===== src/common/vcache_cfg.svh =====
// sizes shared by the cache banks, router and backing memory
// bank count, block words and sets must be powers of two
// backing memory holds VC_MEM_BLOCKS / VC_NUM_BANKS blocks per bank, higher tags alias
`ifndef VCACHE_CFG_SVH
`define VCACHE_CFG_SVH

`define VC_NUM_BANKS   4
`define VC_SETS        16
`define VC_BLOCK_WORDS 4
`define VC_DATA_WIDTH  32
`define VC_ADDR_WIDTH  16

// input queue depth per bank, also the starting credit count
`define VC_CREDITS     2

`define VC_MEM_BLOCKS  1024

// derived widths
`define VC_BLOCK_WIDTH    (`VC_BLOCK_WORDS * `VC_DATA_WIDTH)
`define VC_BLK_ADDR_WIDTH (`VC_ADDR_WIDTH - $clog2(`VC_NUM_BANKS))

`endif


===== src/common/vcache_pkg.sv =====
// types for the requester port, load responses and the bank to memory link
// addresses are word addresses, no byte enables
`include "vcache_cfg.svh"

package vcache_pkg;

  typedef enum logic {
    OP_LOAD  = 1'b0,
    OP_STORE = 1'b1
  } vc_op_e;

  typedef enum logic [2:0] {
    ST_IDLE   = 3'd0,
    ST_LOOKUP = 3'd1,
    ST_EVICT  = 3'd2,
    ST_FILL   = 3'd3,
    ST_RESP   = 3'd4
  } vc_state_e;

  typedef struct packed {
    vc_op_e                    op;
    logic [`VC_ADDR_WIDTH-1:0] addr;
    logic [`VC_DATA_WIDTH-1:0] data;
  } vc_req_s;

  typedef struct packed {
    logic [`VC_ADDR_WIDTH-1:0] addr;
    logic [`VC_DATA_WIDTH-1:0] data;
  } vc_resp_s;

  // block address keeps the word field, always zero on this link
  typedef struct packed {
    logic                          write_not_read;
    logic [`VC_BLK_ADDR_WIDTH-1:0] addr;
    logic [`VC_BLOCK_WIDTH-1:0]    data;
  } dma_req_s;

endpackage


===== src/design/vcache_router.sv =====
// steers requester traffic to the banks by the low address bits
// a request to a bank without credit stalls the port, even if others are free
`timescale 1ns/1ps
`include "vcache_cfg.svh"

module vcache_router (
  input  logic                                      core_clk,
  input  logic                                      rst_n_i,
  input  logic                                      req_v_i,
  input  vcache_pkg::vc_req_s                       req_i,
  output logic                                      req_ready_o,
  output logic [`VC_NUM_BANKS-1:0]                  bank_v_o,
  output vcache_pkg::vc_req_s [`VC_NUM_BANKS-1:0]   bank_req_o,
  input  logic [`VC_NUM_BANKS-1:0]                  credit_return_i
);

  localparam int BW = $clog2(`VC_NUM_BANKS);
  localparam int CW = $clog2(`VC_CREDITS + 1);

  logic [CW-1:0] credit_q [`VC_NUM_BANKS];
  logic [BW-1:0] sel;

  // bank field sits in the lowest word address bits
  assign sel = req_i.addr[BW-1:0];

  assign req_ready_o = (credit_q[sel] != '0);

  always_comb begin
    for (int b = 0; b < `VC_NUM_BANKS; b++) begin
      bank_v_o[b]   = req_v_i && req_ready_o && (sel == BW'(b));
      bank_req_o[b] = req_i;
    end
  end

  // one credit per queue slot in the bank
  always_ff @(posedge core_clk or negedge rst_n_i) begin
    if (!rst_n_i) begin
      for (int b = 0; b < `VC_NUM_BANKS; b++) begin
        credit_q[b] <= CW'(`VC_CREDITS);
      end
    end else begin
      for (int b = 0; b < `VC_NUM_BANKS; b++) begin
        if (bank_v_o[b] && !credit_return_i[b]) begin
          credit_q[b] <= credit_q[b] - 1'b1;
        end else if (!bank_v_o[b] && credit_return_i[b]) begin
          // saturate at the queue depth
          if (credit_q[b] != CW'(`VC_CREDITS)) begin
            credit_q[b] <= credit_q[b] + 1'b1;
          end
        end
      end
    end
  end

endmodule


===== config.mk =====
export PLATFORM = sky130hd
export DESIGN_NAME = vcache_router
export DESIGN_NICKNAME = d
export VERILOG_FILES = /design/src/common/vcache_pkg.sv /design/src/design/vcache_router.sv
export VERILOG_INCLUDE_DIRS = /design/src /design/src/common
export SDC_FILE = /design/constraint.sdc
export NUM_CORES = 1
export LEC_CHECK = 0
export ABC_AREA = 1
export BUFFER_PORTS_ARGS = -buffer_cell sky130_fd_sc_hd__buf_4
export CORE_AREA = 2 2 99 101
export DETAILED_ROUTE_END_ITERATION = 10
export DIE_AREA = 0 0 101 103
export PLACE_DENSITY_LB_ADDON = 0.12
export SLEW_MARGIN = 10
export SYNTH_ARGS = -nofsm -noshare
export SYNTH_HDL_FRONTEND = slang
export SYNTH_SLANG_ARGS = --single-unit

===== constraint.sdc =====
create_clock -name core_clk -period 1.9 [get_ports core_clk]
set_input_delay 0.38 -clock core_clk [delete_from_list [all_inputs] [get_ports core_clk]]
set_output_delay 0.38 -clock core_clk [all_outputs]
set_load 0.03 [all_outputs]

==> flow_summary.json, run 1 <==
{
  "synth_seq_cells": 8,
  "r2r_slack_ns": 0.11,
  "place.gp.congestion": 0.619,
  "synth_nets": 322,
  "ir_drop_uv": 320,
  "cts.htree.levels": 1,
  "worst_pin_slew_ns": 0.198,
  "start_util": 0.210,
  "max_cap_violations": 0,
  "status": "finished clean",
  "synth_largest_area_cell": "buf_4",
  "die-width_um": 101,
  "via_count": 646,
  "period_needed_ns": 1.82,
  "grt_max_degree": 9,
  "setup_viol": 0,
  "fmax_mhz": 551,
  "first_pass_iters": 3,
  "io_pins": 257,
  "fp.coreArea_um2": 9460,
  "finish.instance_area_um2": 1010,
  "synth_top_area_frac": 0.741,
  "rows": 36,
  "grt_overflow_total": 0,
  "crit_fanout": 4,
  "regMostFlops": "credit_q",
  "hold_viol": 0,
  "crit_chain": "nor2_1 > nor2_1 > nor2_1 > nand2_2 > nand2_4 > nor2_4 > buf_6",
  "die_height_um": 103,
  "cts_root_buf": "clkbuf_8",
  "relSlewSlack": 0.866,
  "slew_violations": 0,
  "wl_per_cell_um": 13.2,
  "routed_wl_um": 2780,
  "finalNonFillerCells": 211,
  "critPathSlowestCell": "dfstp_2",
  "drc": 0,
  "path_class": "reg -> out",
  "placedCellCount": 205,
  "viasPerCell": 3.06,
  "top_regs": "credit_q x8",
  "clk_pin_slew_ns": 0.05,
  "largest_register_ffs": 8,
  "cts_made_buffers": 3,
  "syn_area_um2": 1990,
  "cts_buffer_depth": 2,
  "fin_crit_sh": 0.956,
  "path_common_cell": "nor2_1",
  "p_leak_nw": 0.454,
  "dieArea_um2": 10400,
  "drtIter0Drc": 16,
  "power.density_nw_per_um2": 988,
  "min_path_type": "reg -> reg",
  "diodes": 0,
  "place_ws_ns": 0.0523,
  "ys_top_cells_by_area": "buf_4, dfstp_2, dfrtp_1",
  "worst_slack_ns": 0.0836,
  "crit_path_start_kind": "flop",
  "nNetsFinal": 159,
  "yosysSeqAreaShare": 0.103,
  "avgSynthCellArea_um2": 7.58,
  "syn_inst": 262,
  "cp.required_ns": 1.52,
  "clk_latency_ns": 0.23,
  "antenna_left": 0,
  "tritoncts": "done",
  "cts.sinks": 8,
  "place_hpwl_um": 2350,
  "worstSetupEndpointType": "primary output",
  "antenna_found_initial": 0,
  "fin_skew_ns": 0.00196,
  "drive_gt1_frac": 0.474,
  "grt_pass1_vias": 675,
  "grt_first_pass_wirelength_um": 3840,
  "yosys_warnings": 0,
  "grtUsageTotal": 0.0490,
  "synthToLayoutAreaGrowth_pct": -49.0,
  "placed_area_um2": 930,
  "cpPeakStageDelay_ns": 0.52,
  "arrival_ns": 1.44,
  "yosysUniqueCellTypes": 14,
  "io_buffers": 21
}
metal layers:
metal,part of all wire,global-route usage
met1,0.27,0.0398
met4,0.017,0.0229
met2,0.43,0.0713
met3,0.27,0.0590
met5,0,0
Yosys cell counts, drive strengths merged:
library cell	instances
a21o	4
inv	10
xor2	4
buf	196
dfstp	4
nand2	6
a21oi	4
o21ai	4
nor3	4
ha	4
nor2	18
dfrtp	4
repair_timing:
item,4_1_cts,5_1_grt
resized for setup,2,3
buffers inserted,0,2
hold buffers,1,0
endpoints found under the setup margin,2,4
endpoints found under the hold margin,4,0
pin swaps,0,8
layout make-up:
| cell class | instances | area, um2 |
|---|---|---|
| Clock buffer | 3 | 41.3 |
| Inverter | 10 | 37.5 |
| Multi-Input combinational cell | 48 | 359 |
| Timing Repair Buffer | 28 | 228 |
| Fill cell | 1112 | 8450 |
| Tap cell | 114 | 143 |
| Sequential cell | 8 | 205 |
worst max-delay path, delay by kind of cell, from the launching register on:
family                 cells  cell delay [ns]
and+or+nand+nor            6             0.52
DFF                        1             0.52
buffers and inverters      1             0.15
worst paths after layout:
check                                  from     endpoint  cells after the start
worst max-delay path            credit_q[3]  bank_v_o[1]                      7
worst min-delay path            credit_q[3]  credit_q[3]                      2
worst min register to register  credit_q[3]  credit_q[3]                      2
worst max register to register  credit_q[0]  credit_q[7]                     11
min in group asynchronous           rst_n_i  credit_q[4]                      2
max in group asynchronous           rst_n_i  credit_q[7]                      2
through the flow:
| step | TNS (ns) | power, mW | util | hold slack [ns] |
|---|---|---|---|---|
| after CTS | 0 | 1.00 | 0.104 | 0.508 |
| after floorplan | -0.00662 | 1.40 | - | 0.0844 |
| final | 0 | 1.00 | 0.107 | 0.509 |
| after detailed placement | 0 | 0.773 | 0.0983 | 0.224 |
| after global routing | -0.00186 | 1.09 | 0.107 | 0.516 |
| after global placement | 0 | 0.774 | 0.0983 | 0.223 |
placed cells by master, fill, tap and decap left out, types with 4 or more instances in the layout:
cell type   n
a21oi_1     4
buf_4      23
buf_6       4
dfrtp_1     4
dfstp_2     4
ha_4        4
inv_1      10
nand2_1     4
nor2_1     13
nor2_4      4
nor3_1      4
xor2_1      4
where the power goes:
group	total, mW	internal, mW	switching, mW	leakage, nW
Clock	0.214	0.138	0.0757	0.0216
Sequential	0.357	0.286	0.0708	0.0927
Combinational	0.430	0.193	0.237	0.340
Total	1.00	0.618	0.384	0.454
cells by family after synthesis:
| family | after synthesis | synth area share |
|---|---|---|
| xor gates and xnor gates | 4 | 0.0176 |
| AOI/OAI and AO/OA | 12 | 0.0359 |
| adders and majority gates | 4 | 0.0252 |
| and+or+nand+nor | 28 | 0.0580 |
| DFF | 8 | 0.103 |
| buffers and inverters | 206 | 0.760 |
Note: power is estimated with default switching activity, not from simulation.
==> run 2: changes to the inputs <==
Settings changed: SETUP_SLACK_MARGIN from default to 0.15.
==> run 2 against run 1 <==
  * Power up 15%
  * Utilization increased by 0.90 points
  * Via count grew 1.7%
  * Sequential power about the same
  * Non-clock buffer count is 4 higher
  * Combinational power up 39%
  * Global-route usage grew 0.086 points
==> flow_summary.json, run 2 (synthesis results as in run 1) <==
{
  "status": "finished clean",
  "path_common_cell": "nor2_4",
  "fmax_mhz": 555,
  "cts.sinks": 8,
  "final_common_cell": "buf_4",
  "diodes": 0,
  "top_regs": "credit_q x8",
  "crit_chain": "nor2_4 > nor2_2 > nor2_1 > nand2_2 > nand2_4 > nor2_4 > buf_6",
  "relSlewSlack": 0.893,
  "grt_first_pass_wirelength_um": 3930,
  "min_path_type": "in -> async",
  "dieArea_um2": 10400,
  "grtUsageTotal": 0.0499,
  "arrival_ns": 1.42,
  "fp.coreArea_um2": 9460,
  "slew_violations": 0,
  "io_buffers": 21,
  "crit_fanout": 4,
  "start_util": 0.210,
  "fin_skew_ns": 0.00305,
  "viasPerCell": 3.06,
  "max_cap_violations": 0,
  "path_class": "reg -> out",
  "grt_max_degree": 9,
  "worst_pin_slew_ns": 0.159,
  "rows": 36,
  "worstSetupEndpointType": "primary output",
  "nNetsFinal": 163,
  "placedCellCount": 201,
  "cts_root_buf": "clkbuf_8",
  "cpPeakStageDelay_ns": 0.55,
  "fin_crit_sh": 0.949,
  "cts_buffer_depth": 2,
  "hold_viol": 0,
  "rsz0062_at_grt": "true",
  "drc": 0,
  "clk_latency_ns": 0.22,
  "fillers": 1097,
  "via_count": 657,
  "cts_made_buffers": 3,
  "synthToLayoutAreaGrowth_pct": -44.7,
  "fin_tns_setup_ns": 0,
  "clk_pin_slew_ns": 0.04,
  "regMostFlops": "credit_q",
  "final_cell_mix": "buf_4, nor2_1, inv_1, nor2_4, buf_6",
  "place_hpwl_um": 2420,
  "antenna_left": 0,
  "setup_viol": 0,
  "tritoncts": "done",
  "power.density_nw_per_um2": 1050,
  "io_pins": 257,
  "wl_per_cell_um": 13.4,
  "place.gp.congestion": 0.633,
  "crit_path_start_kind": "flop",
  "ir_drop_uv": 389,
  "drtIter0Drc": 14,
  "first_pass_iters": 2,
  "grt_pass1_vias": 670,
  "holdWs_ns": 0.508,
  "p_total_mw": 1.15,
  "p_leak_nw": 0.477,
  "antenna_found_initial": 0,
  "critPathSlowestCell": "dfstp_2",
  "die_height_um": 103,
  "finalNonFillerCells": 215,
  "routed_wl_um": 2880,
  "grt_overflow_total": 0,
  "cts.htree.levels": 1,
  "drive_gt1_frac": 0.673,
  "period_needed_ns": 1.80,
  "die-width_um": 101,
  "cp.required_ns": 1.52,
  "largest_register_ffs": 8
}
==> run 2: what timing repair did <==
action | CTS | global route
setup buffers | 2 | 8
pin swaps | 5 | 7
hold endpoints to repair | 4 | 0
endpoints found under the setup margin | 4 | 13
hold buffers | 1 | 0
gates resized for setup | 5 | 11
==> run 2: final timing paths <==
| check | from | cells past startpoint | slack, ns | to |
|---|---|---|---|---|
| setup / recovery | credit_q[7] | 7 | 0.1 | bank_v_o[2] |
| hold / removal | rst_n_i | 2 | 0.51 | credit_q[6] |
| setup reg to reg | credit_q[7] | 11 | 0.13 | credit_q[3] |
| hold reg to reg | credit_q[5] | 2 | 0.51 | credit_q[5] |
| max in group asynchronous | rst_n_i | 2 | 1.18 | credit_q[1] |
| min in group core_clk | credit_q[5] | 2 | 0.51 | credit_q[5] |
==> run 2: final cells by class <==
type                            instances  area [um2]  area share
Clock buffer                            3        41.3      0.0376
Inverter                               10        37.5      0.0342
Multi-Input combinational cell         48         407       0.370
Sequential cell                         8         209       0.190
Tap cell                              114         143       0.130
Timing Repair Buffer                   32         262       0.238
==> run 2: power by group <==
part / internal, mW / total, mW / switching (mW) / leakage [nW]
Sequential: 0.293 / 0.360 / 0.0672 / 0.0889
Combinational: 0.294 / 0.597 / 0.302 / 0.366
Clock: 0.137 / 0.198 / 0.0616 / 0.0216
==> run 2: metal layers <==
layer,vias up,part of all wire,GRT usage
met2,95,0.49,0.0785
met3,10,0.21,0.0475
li1,282,-,-
met4,0,0.035,0.0301
met5,-,0,0
met1,270,0.26,0.0406
==> run 2: critical path: cells and delay by family, from the launching register on <==
family	cells	cell delay (ns)
AND/OR/NAND/NOR	6	0.51
flip-flops	1	0.55
buffers and inverters	1	0.14
==> run 2: per-stage QoR <==
| step | util | setup slack [ns] | instance area (um2) |
|---|---|---|---|
| floorplan | - | 0.0486 | 2090 |
| finish | 0.116 | 0.0969 | 1100 |
| CTS | 0.106 | 0.0710 | 1010 |
| detailed placement | 0.0975 | 0.0535 | 922 |
| global route | 0.116 | 0.00372 | 1100 |
| global placement | 0.0975 | 0.0702 | 922 |
